===== src/rtl/uart_cmd_pkg.sv =====
`default_nettype none

package uart_cmd_pkg;

  // ~~~~~~~~~~~~~~~~~~~~~~~~~~~~~~~~~~~~~~~~
  // Widths
  // ~~~~~~~~~~~~~~~~~~~~~~~~~~~~~~~~~~~~~~~~
  typedef logic [15:0] cmd_word_t;   // Host command word.
  typedef logic [7:0]  uart_byte_t;  // One serial data byte.
  typedef logic [15:0] baud_div_t;   // Clocks per bit.
  typedef logic [7:0]  bit_time_t;   // Duration in bit times.
  typedef logic [1:0]  cfg_addr_t;   // Configuration register select.

  // ~~~~~~~~~~~~~~~~~~~~~~~~~~~~~~~~~~~~~~~~
  // Configuration map
  // ~~~~~~~~~~~~~~~~~~~~~~~~~~~~~~~~~~~~~~~~
  localparam cfg_addr_t CFG_ADDR_BAUD    = 2'd0;
  localparam cfg_addr_t CFG_ADDR_GAP     = 2'd1;
  localparam cfg_addr_t CFG_ADDR_TIMEOUT = 2'd2;

  localparam baud_div_t MIN_BAUD_DIV = 16'd4;  // Keeps half-bit sampling meaningful.

  // ~~~~~~~~~~~~~~~~~~~~~~~~~~~~~~~~~~~~~~~~
  // Command and frame layout
  // ~~~~~~~~~~~~~~~~~~~~~~~~~~~~~~~~~~~~~~~~
  localparam int CMD_WRITE_BIT = 15;  // Set for write, clear for read.

  // Start, eight data, parity and stop.
  localparam logic [3:0] FRAME_BITS    = 4'd11;
  localparam logic [2:0] LAST_DATA_BIT = 3'd7;

endpackage

`default_nettype wire


===== src/rtl/uart_frame_if.sv =====
`timescale 1ns/1ps
`default_nettype none

interface uart_frame_if (
  input logic clk
);

  logic                     tx_start;
  uart_cmd_pkg::uart_byte_t tx_data;
  logic                     tx_busy;

  logic                     rx_arm;
  logic                     rx_busy;
  logic                     rx_valid;
  uart_cmd_pkg::uart_byte_t rx_data;
  logic                     rx_err;  // Parity or stop fault.

  modport seq (
    input  clk, tx_busy, rx_busy, rx_valid, rx_data, rx_err,
    output tx_start, tx_data, rx_arm
  );

  modport tx (
    input  clk, tx_start, tx_data,
    output tx_busy
  );

  modport rx (
    input  clk, rx_arm,
    output rx_busy, rx_valid, rx_data, rx_err
  );

endinterface

`default_nettype wire


===== src/rtl/uart_cmd_cfg.sv =====
`timescale 1ns/1ps
`default_nettype none

module uart_cmd_cfg #(
  parameter uart_cmd_pkg::baud_div_t DEFAULT_BAUD_DIV = 16'd434,
  parameter uart_cmd_pkg::bit_time_t DEFAULT_GAP      = 8'd100,
  parameter uart_cmd_pkg::bit_time_t DEFAULT_TIMEOUT  = 8'd40
) (
  input  wire                       clk,
  input  wire                       rst_n,
  input  wire                       cfg_wr,
  input  uart_cmd_pkg::cfg_addr_t   cfg_addr,
  input  uart_cmd_pkg::baud_div_t   cfg_wdata,
  input  wire                       cmd_rdy,
  output uart_cmd_pkg::baud_div_t   baud_div,
  output uart_cmd_pkg::bit_time_t   gap_len,
  output uart_cmd_pkg::bit_time_t   reply_timeout
);

  logic wr_en;

  assign wr_en = cfg_wr & cmd_rdy;  // Writes land only between commands.

  always_ff @(posedge clk or negedge rst_n)
  begin
    if (!rst_n)
    begin
      baud_div      <= DEFAULT_BAUD_DIV;
      gap_len       <= DEFAULT_GAP;
      reply_timeout <= DEFAULT_TIMEOUT;
    end
    else if (wr_en)
    begin
      case (cfg_addr)
        uart_cmd_pkg::CFG_ADDR_BAUD:    baud_div      <= cfg_wdata;
        uart_cmd_pkg::CFG_ADDR_GAP:     gap_len       <= cfg_wdata[7:0];
        uart_cmd_pkg::CFG_ADDR_TIMEOUT: reply_timeout <= cfg_wdata[7:0];
        default: ;  // Address 3 is unmapped.
      endcase
    end
  end

  // Host must never program a divisor too small for mid-bit sampling.
  baud_div_min_a: assert property (
    @(posedge clk) disable iff (!rst_n)
    baud_div >= uart_cmd_pkg::MIN_BAUD_DIV
  );

endmodule

`default_nettype wire


===== src/rtl/uart_tx_frame.sv =====
`timescale 1ns/1ps
`default_nettype none

module uart_tx_frame (
  input  wire                     clk,
  input  wire                     rst_n,
  input  uart_cmd_pkg::baud_div_t baud_div,
  uart_frame_if.tx                frm,
  output logic                    tx
);

  logic                    busy;
  logic [10:0]             frame;    // Stop, parity, data, start from MSB down.
  logic [3:0]              bit_cnt;
  uart_cmd_pkg::baud_div_t clk_cnt;
  logic                    bit_tick;

  assign bit_tick    = (clk_cnt == baud_div - 1'b1);
  assign frm.tx_busy = busy;

  // Odd parity over data plus parity bit.
  always_ff @(posedge clk)
  begin
    if (frm.tx_start)
    begin
      frame <= {1'b1, ~^frm.tx_data, frm.tx_data, 1'b0};
    end
  end

  // ~~~~~~~~~~~~~~~~~~~~~~~~~~~~~~~~~~~~~~~~
  // Bit timing
  // ~~~~~~~~~~~~~~~~~~~~~~~~~~~~~~~~~~~~~~~~
  always_ff @(posedge clk or negedge rst_n)
  begin
    if (!rst_n)
    begin
      busy    <= 1'b0;
      tx      <= 1'b1;
      clk_cnt <= '0;
      bit_cnt <= '0;
    end
    else if (frm.tx_start)
    begin
      busy    <= 1'b1;
      clk_cnt <= baud_div - 1'b1;  // First tick one clock later puts out the start bit.
      bit_cnt <= '0;
    end
    else if (busy)
    begin
      if (bit_tick)
      begin
        clk_cnt <= '0;
        if (bit_cnt == uart_cmd_pkg::FRAME_BITS)
        begin
          busy <= 1'b0;  // Stop bit has now lasted a full bit time.
          tx   <= 1'b1;
        end
        else
        begin
          tx      <= frame[bit_cnt];
          bit_cnt <= bit_cnt + 1'b1;
        end
      end
      else
      begin
        clk_cnt <= clk_cnt + 1'b1;
      end
    end
  end

  // A start request during a frame would be silently lost.
  tx_start_idle_a: assert property (
    @(posedge clk) disable iff (!rst_n)
    frm.tx_start |-> !frm.tx_busy
  );

endmodule

`default_nettype wire


===== src/rtl/uart_rx_frame.sv =====
`timescale 1ns/1ps
`default_nettype none

module uart_rx_frame (
  input  wire                     clk,
  input  wire                     rst_n,
  input  wire                     rx,
  input  uart_cmd_pkg::baud_div_t baud_div,
  uart_frame_if.rx                frm
);

  typedef enum logic [2:0] {
    st_wait,
    st_start,
    st_data,
    st_parity,
    st_stop
  } rx_state_t;

  rx_state_t                state;
  logic                     rx_s1;
  logic                     rx_s2;
  logic                     rx_hist;
  uart_cmd_pkg::baud_div_t  clk_cnt;
  logic [2:0]               bit_idx;
  uart_cmd_pkg::uart_byte_t shreg;
  logic                     par_bit;
  logic                     fall;
  logic                     sample;
  logic                     judge;

  assign fall   = rx_hist & ~rx_s2;
  // Start bit is checked at half a bit, later bits one full bit apart.
  assign sample = (state == st_start) ? (clk_cnt == (baud_div >> 1))
                                      : (clk_cnt == baud_div - 1'b1);
  assign judge  = (state == st_stop) && sample;

  assign frm.rx_busy = (state != st_wait);

  always_ff @(posedge clk or negedge rst_n)
  begin
    if (!rst_n)
    begin
      rx_s1   <= 1'b1;  // Idle line.
      rx_s2   <= 1'b1;
      rx_hist <= 1'b1;
    end
    else
    begin
      rx_s1   <= rx;
      rx_s2   <= rx_s1;
      rx_hist <= rx_s2;
    end
  end

  // ~~~~~~~~~~~~~~~~~~~~~~~~~~~~~~~~~~~~~~~~
  // Frame FSM
  // ~~~~~~~~~~~~~~~~~~~~~~~~~~~~~~~~~~~~~~~~
  always_ff @(posedge clk or negedge rst_n)
  begin
    if (!rst_n)
    begin
      state        <= st_wait;
      clk_cnt      <= '0;
      bit_idx      <= '0;
      frm.rx_valid <= 1'b0;
    end
    else
    begin
      frm.rx_valid <= judge;
      clk_cnt      <= (sample || state == st_wait) ? '0 : clk_cnt + 1'b1;
      case (state)
        st_wait:   if (frm.rx_arm && fall) state <= st_start;
        st_start:
        begin
          bit_idx <= '0;
          if (sample) state <= rx_s2 ? st_wait : st_data;  // High again means a glitch.
        end
        st_data:
        begin
          if (sample)
          begin
            bit_idx <= bit_idx + 1'b1;
            if (bit_idx == uart_cmd_pkg::LAST_DATA_BIT) state <= st_parity;
          end
        end
        st_parity: if (sample) state <= st_stop;
        st_stop:   if (sample) state <= st_wait;
        default:   state <= st_wait;
      endcase
    end
  end

  always_ff @(posedge clk)
  begin
    if (state == st_data && sample) shreg <= {rx_s2, shreg[7:1]};  // LSB first.
    if (state == st_parity && sample) par_bit <= rx_s2;
    if (judge)
    begin
      frm.rx_data <= shreg;
      frm.rx_err  <= ~(^{shreg, par_bit}) | ~rx_s2;
    end
  end

  rx_valid_pulse_a: assert property (
    @(posedge clk) disable iff (!rst_n)
    frm.rx_valid |=> !frm.rx_valid
  );

endmodule

`default_nettype wire


===== src/rtl/uart_cmd_seq.sv =====
`timescale 1ns/1ps
`default_nettype none

module uart_cmd_seq (
  input  wire                        clk,
  input  wire                        rst_n,
  input  uart_cmd_pkg::cmd_word_t    cmd_in,
  input  wire                        cmd_vld,
  input  uart_cmd_pkg::baud_div_t    baud_div,
  input  uart_cmd_pkg::bit_time_t    gap_len,
  input  uart_cmd_pkg::bit_time_t    reply_timeout,
  uart_frame_if.seq                  frm,
  output logic                       cmd_rdy,
  output logic                       read_vld,
  output uart_cmd_pkg::uart_byte_t   read_data,
  output logic                       read_err
);

  typedef enum logic [3:0] {
    idle,
    send_hi,
    wait_hi,
    send_lo,
    wait_lo,
    gap,
    listen,
    receive,
    report
  } seq_state_t;

  seq_state_t              state;
  seq_state_t              state_nxt;
  uart_cmd_pkg::cmd_word_t cmd_q;
  uart_cmd_pkg::baud_div_t clk_cnt;
  uart_cmd_pkg::bit_time_t bt_cnt;
  logic                    busy_q;
  logic                    tx_done;
  logic                    bit_tick;
  logic                    timing;

  assign cmd_rdy  = (state == idle) || (state == report);
  assign read_vld = (state == report);
  assign tx_done  = busy_q & ~frm.tx_busy;  // Falling edge ends a frame.
  assign bit_tick = (clk_cnt == baud_div - 1'b1);
  assign timing   = (state == gap) || (state == listen);

  assign frm.tx_start = (state == send_hi) || (state == send_lo);
  assign frm.tx_data  = (state == send_lo) ? cmd_q[7:0] : cmd_q[15:8];
  assign frm.rx_arm   = (state == listen);

  always_ff @(posedge clk)
  begin
    if (cmd_vld && cmd_rdy) cmd_q <= cmd_in;
  end

  // ~~~~~~~~~~~~~~~~~~~~~~~~~~~~~~~~~~~~~~~~
  // Command FSM
  // ~~~~~~~~~~~~~~~~~~~~~~~~~~~~~~~~~~~~~~~~
  always_comb
  begin
    state_nxt = state;
    case (state)
      idle, report: state_nxt = cmd_vld ? send_hi : idle;
      send_hi:      state_nxt = wait_hi;
      wait_hi:
      begin
        if (tx_done) state_nxt = cmd_q[uart_cmd_pkg::CMD_WRITE_BIT] ? send_lo : gap;
      end
      send_lo:      state_nxt = wait_lo;
      wait_lo:      if (tx_done) state_nxt = idle;
      gap:          if (bt_cnt == gap_len) state_nxt = listen;
      listen:
      begin
        if (frm.rx_busy) state_nxt = receive;  // Timeout stops once a frame starts.
        else if (bt_cnt == reply_timeout) state_nxt = report;
      end
      receive:
      begin
        if (frm.rx_valid) state_nxt = report;
        else if (!frm.rx_busy) state_nxt = listen;  // Receiver dropped a glitch.
      end
      default:      state_nxt = idle;
    endcase
  end

  always_ff @(posedge clk or negedge rst_n)
  begin
    if (!rst_n)
    begin
      state     <= idle;
      busy_q    <= 1'b0;
      clk_cnt   <= '0;
      bt_cnt    <= '0;
      read_data <= '0;
      read_err  <= 1'b0;
    end
    else
    begin
      state  <= state_nxt;
      busy_q <= frm.tx_busy;
      if (!timing || state_nxt != state)
      begin
        clk_cnt <= '0;  // Each timed phase starts from zero.
        bt_cnt  <= '0;
      end
      else
      begin
        clk_cnt <= bit_tick ? '0 : clk_cnt + 1'b1;
        bt_cnt  <= bt_cnt + {7'd0, bit_tick};
      end
      if (state == listen && state_nxt == report)
      begin
        read_data <= '0;
        read_err  <= 1'b1;
      end
      else if (state == receive && frm.rx_valid)
      begin
        read_data <= frm.rx_data;
        read_err  <= frm.rx_err;
      end
    end
  end

  read_vld_pulse_a: assert property (
    @(posedge clk) disable iff (!rst_n)
    read_vld |=> !read_vld
  );

  // Receiver must never listen while our own frame is on the line.
  no_arm_during_tx_a: assert property (
    @(posedge clk) disable iff (!rst_n)
    frm.tx_busy |-> !frm.rx_arm
  );

endmodule

`default_nettype wire


===== src/rtl/uart_cmd_top.sv =====
`timescale 1ns/1ps
`default_nettype none

module uart_cmd_top #(
  parameter uart_cmd_pkg::baud_div_t DEFAULT_BAUD_DIV = 16'd434,
  parameter uart_cmd_pkg::bit_time_t DEFAULT_GAP      = 8'd100,
  parameter uart_cmd_pkg::bit_time_t DEFAULT_TIMEOUT  = 8'd40
) (
  input  wire                       clk,
  input  wire                       rst_n,
  input  uart_cmd_pkg::cmd_word_t   cmd_in,
  input  wire                       cmd_vld,
  input  wire                       rx,
  input  wire                       cfg_wr,
  input  uart_cmd_pkg::cfg_addr_t   cfg_addr,
  input  uart_cmd_pkg::baud_div_t   cfg_wdata,
  output logic                      cmd_rdy,
  output logic                      tx,
  output logic                      read_vld,
  output uart_cmd_pkg::uart_byte_t  read_data,
  output logic                      read_err
);

  uart_cmd_pkg::baud_div_t baud_div;
  uart_cmd_pkg::bit_time_t gap_len;
  uart_cmd_pkg::bit_time_t reply_timeout;

  uart_frame_if frm_if (.clk(clk));

  uart_cmd_cfg #(
    .DEFAULT_BAUD_DIV (DEFAULT_BAUD_DIV),
    .DEFAULT_GAP      (DEFAULT_GAP),
    .DEFAULT_TIMEOUT  (DEFAULT_TIMEOUT)
  ) uart_cmd_cfg_i (
    .clk           (clk),
    .rst_n         (rst_n),
    .cfg_wr        (cfg_wr),
    .cfg_addr      (cfg_addr),
    .cfg_wdata     (cfg_wdata),
    .cmd_rdy       (cmd_rdy),
    .baud_div      (baud_div),
    .gap_len       (gap_len),
    .reply_timeout (reply_timeout)
  );

  uart_cmd_seq uart_cmd_seq_i (
    .clk           (clk),
    .rst_n         (rst_n),
    .cmd_in        (cmd_in),
    .cmd_vld       (cmd_vld),
    .baud_div      (baud_div),
    .gap_len       (gap_len),
    .reply_timeout (reply_timeout),
    .frm           (frm_if.seq),
    .cmd_rdy       (cmd_rdy),
    .read_vld      (read_vld),
    .read_data     (read_data),
    .read_err      (read_err)
  );

  uart_tx_frame uart_tx_frame_i (
    .clk      (clk),
    .rst_n    (rst_n),
    .baud_div (baud_div),
    .frm      (frm_if.tx),
    .tx       (tx)
  );

  uart_rx_frame uart_rx_frame_i (
    .clk      (clk),
    .rst_n    (rst_n),
    .rx       (rx),
    .baud_div (baud_div),
    .frm      (frm_if.rx)
  );

endmodule

`default_nettype wire


===== config.mk =====
export PLATFORM = sky130hd
export DESIGN_NAME = uart_cmd_top
export DESIGN_NICKNAME = d
export VERILOG_FILES = /design/src/rtl/uart_cmd_pkg.sv /design/src/rtl/uart_frame_if.sv /design/src/rtl/uart_cmd_cfg.sv /design/src/rtl/uart_tx_frame.sv /design/src/rtl/uart_rx_frame.sv /design/src/rtl/uart_cmd_seq.sv /design/src/rtl/uart_cmd_top.sv
export SDC_FILE = /design/constraint.sdc
export NUM_CORES = 1
export LEC_CHECK = 0
export ABC_AREA = 0
export BUFFER_PORTS_ARGS = -buffer_cell sky130_fd_sc_hd__buf_2
export CELL_PAD_IN_SITES_DETAIL_PLACEMENT = 1
export CELL_PAD_IN_SITES_GLOBAL_PLACEMENT = 1
export CORE_ASPECT_RATIO = 0.7
export CORE_UTILIZATION = 54
export CTS_CLUSTER_SIZE = 40
export DETAILED_ROUTE_END_ITERATION = 6
export HOLD_SLACK_MARGIN = 0.15
export PLACE_DENSITY_LB_ADDON = 0.1
export SKIP_CTS_REPAIR_TIMING = 1
export SLEW_MARGIN = 20
export SYNTH_ARGS = -nofsm -noshare
export SYNTH_HDL_FRONTEND = slang
export SYNTH_HIERARCHICAL = 1
export SYNTH_SLANG_ARGS = --single-unit

===== constraint.sdc =====
create_clock -name clk -period 8.7 [get_ports clk]
set_clock_uncertainty 0.15 [all_clocks]
set_input_delay 1.305 -clock clk [delete_from_list [all_inputs] [get_ports clk]]
set_output_delay 1.305 -clock clk [all_outputs]
set_load 0.03 [all_outputs]

==> impl_results.md <==
- Achievable Freq: about 240 MHz
- Tot Pwr: roughly 3.7 mW
- Final period utilization: 47.9%
- PD cells: 332 nW/µm²
- Internal power: 2.07 mW
- Worst endpoint required time: 8650 ps
- Site Rows: between 40 and 50
- Leading area contributor after synthesis: dfrtp_1
- Synth cell count leaders: xnor2_1 (108), dfrtp_1 (104), nand2_1 (72)
- Overall Global Routing Usage: a little under a third
- DR vias/cell: 6.33
- Combinational fraction of design power: between 40% and 50%
- Full die area: ~20000 µm²
- Clk_lat worst skew: 440 ps
- GR Overflow Total: 0
- Syn. warnings: 6
- Global-route wire length before repair: ~47 mm
- Final net count: roughly 1100
- Initial Util: 55.0%
- Least-Margin Pin Slew: about 1100 ps
- Setup CP Type: reg2reg
- Final ANT Viol Nets: 0
- Vias in the first global route: 8331
- Worst slew margin: 26.5%
- Register area share after synthesis: between 40% and 50%
- GPL Wtd Cong: between 0.8 and 0.9
- Final design utilization: approximately 60%
- CP endpoint kind: register
- NetSw: approximately 1.7 mW
- Synth async-reset ratio: 73.3%
- Count leader, synth: xnor2_1
- Final Max Tran Viols: 0
- Crit-path max cell delay: about 700 ps
- Clk sink count: about 160
- Syn_area_per_cell: 10.3 µm²
- Final setup fails: 0
- Crit start category: register
- EDFF count, synth: 43
- Mapped cell area: approximately 10000 µm²
- FF-to-FF setup slack: roughly 4500 ps
- Fin area: ~11000 µm²
- Critical Path, Cell by Cell: inv_1, ha_1, or3b_1, a2111oi_4, nor3_1, o41ai_2, inv_2, nor4_4, and2_1
- Router iterations before antenna repair: 5
- H-tree level count: 4
- Seq pwr share: 36.3%
- Sw Share: between 40% and 50%
- Vias: 8122
- Mapped Cells: between 1000 and 1500
- DIE HEIGHT: 118 µm
- CTS tree: built
- DRC: 0
- Max-cap viol count: 0
- Core area: 18900 µm²
- Clock power share: just under 20%
- Min Clock Period, post-route: between 4000 and 5000 ps
- IO Count: 51
- N_diodes: 0
- Pin count of the biggest net entering global routing: 68
- Final Hold Viols: 0
- Synth area leaders: dfrtp_1 (25%), edfxtp_1 (12%), xnor2_1 (9.1%)
- Fin Setup TNS: 0 ps
- Slowest cell on the critical path: o41ai_2
- Worst VDD drop: 0.219 mV
- Worst EP arrival: around 4100 ps
- Syn nets: ~1100
- Fraction of layout instances using a drive strength above 1: 21.6%
- CP max FO: 18
- #FFs+latches synth: 161
- Yosys top cell area share: between 20% and 30%
- RSZ-0062 raised after global routing: false
- Total CTS buffers: 17
- DRT Wirelength: about 29 mm
- Main flop type after synthesis: dfrtp_1
- Chip Width: ~170 µm
- IO Port Bufs: 50
- HP Class: reg2reg
- Drt first-iter violations: approximately 520
- Leakage power: roughly 4.3 nW
- Initial antenna violation count: 0
- CTS Buffer Depth: 2
- HPWL after detailed placement: 19.9 mm
- DR WL/cell: approximately 23 µm
- Status: finished, final reports clean
- Area grow syn2layout: 8.46%
- DP Area: approximately 11000 µm²
- CTS root buf: clkbuf_16
- Hold WS: around 210 ps
- Netlist cell types: 100
- Reg clk slew, reported paths: approximately 70 ps
==> placed cells by master (no fill, tap or decap), types with 11 or more instances in the layout <==
master       n
edfxtp_1    43
a21oi_1     30
nor2_1      65
ha_1        11
nand4_1     27
buf_2       49
nand2_1     72
or3_1       11
or2_2       13
inv_1       26
dfrtp_1    104
nand2b_1    13
clkbuf_16   17
nor3_1      22
mux2_4      11
dfstp_2     14
xnor2_1    108
and3_1      15
o21ai_0     22
xor2_1      34
mux2_2      32
nand3_1     49
nor4_1      15
==> final timing paths <==
path | from | end | cells after the start
worst max register to register | uart_cmd_cfg_i/baud_div[0]$_DFFE_PN0P_ | uart_rx_frame_i/shreg[5]$_DFFE_PP_ | 9
min in group asynchronous | rst_n | uart_rx_frame_i/bit_idx[1]$_DFFE_PN0P_ | 1
worst max-delay path | uart_cmd_cfg_i/baud_div[0]$_DFFE_PN0P_ | uart_rx_frame_i/shreg[5]$_DFFE_PP_ | 9
max in group asynchronous | rst_n | uart_cmd_seq_i/bt_cnt[4]$_DFF_PN0_ | 2
worst min-delay path | uart_rx_frame_i/rx_s1$_DFF_PN1_ | uart_rx_frame_i/rx_s2$_DFF_PN1_ | 0
worst min register to register | uart_rx_frame_i/rx_s1$_DFF_PN1_ | uart_rx_frame_i/rx_s2$_DFF_PN1_ | 0
==> power groups by stage <==
stage | clock [mW] | combinational (mW) | sequential [mW]
detailed placement | 0 | 1.60 | 1.36
global placement | 0 | 1.54 | 1.35
CTS | 0.742 | 1.63 | 1.35
finish | 0.729 | 1.65 | 1.36
floorplan | 0 | 1.35 | 1.17
global route | 0.765 | 1.78 | 1.39
==> stage by stage <==
stage / setup WS (ps) / std cells
2_1_floorplan: 4760 / 1007
3_3_place_gp: 4720 / 1252
3_5_place_dp: 4580 / 1252
4_1_cts: 4550 / 1284
5_1_grt: 4300 / 1284
6_report: 4530 / 1284
==> metal layers <==
metal	global-route usage, %	share of wire, %
met1	44.0	48
met2	47.9	47
met3	5.25	4.0
met4	7.80	1.3
met5	0	0
==> flip-flops by register name (all words and copies together) (netlist names), 3 cells and up <==
name	flops
uart_cmd_cfg_i/baud_div	16
uart_cmd_seq_i/clk_cnt	16
uart_cmd_seq_i/cmd_q	16
uart_rx_frame_i/clk_cnt	16
uart_tx_frame_i/clk_cnt	16
uart_tx_frame_i/frame	9
uart_cmd_cfg_i/gap_len	8
uart_cmd_cfg_i/reply_timeout	8
uart_cmd_seq_i/bt_cnt	8
uart_cmd_seq_i/read_data	8
uart_rx_frame_i/frm.rx_data	8
uart_rx_frame_i/shreg	8
uart_cmd_seq_i/state	4
uart_tx_frame_i/bit_cnt	4
uart_rx_frame_i/bit_idx	3
uart_rx_frame_i/state	3
==> logic make-up after synthesis <==
kind of cell             share of synthesized area (%)
AND/OR/NAND/NOR                                   22.4
AO/OA/AOI/OAI                                     12.1
buffers and inverters                             4.06
multiplexers                                      6.58
XOR/XNOR                                          12.4
flip-flops                                        41.1
adder cells (fa/ha/maj)                           1.33
==> worst max-delay path, delay by kind of cell, from the launching register on <==
family,cells,cell delay (ps)
buffers and inverters,2,350
AND/OR/NAND/NOR,4,1460
adder cells (fa/ha/maj),1,190
AO/OA/AOI/OAI,2,1060
flip-flops,1,600
==> area by class of cell <==
type | count | area (µm²)
clock inverter | 11 | 108
multi-input combinational | 763 | 5720
fill | 2051 | 7610
sequential | 161 | 4260
clock buffer | 21 | 440
tap | 242 | 303
inverter | 27 | 101
timing repair buffer | 59 | 320
Note: power is estimated with default switching activity, not from simulation.
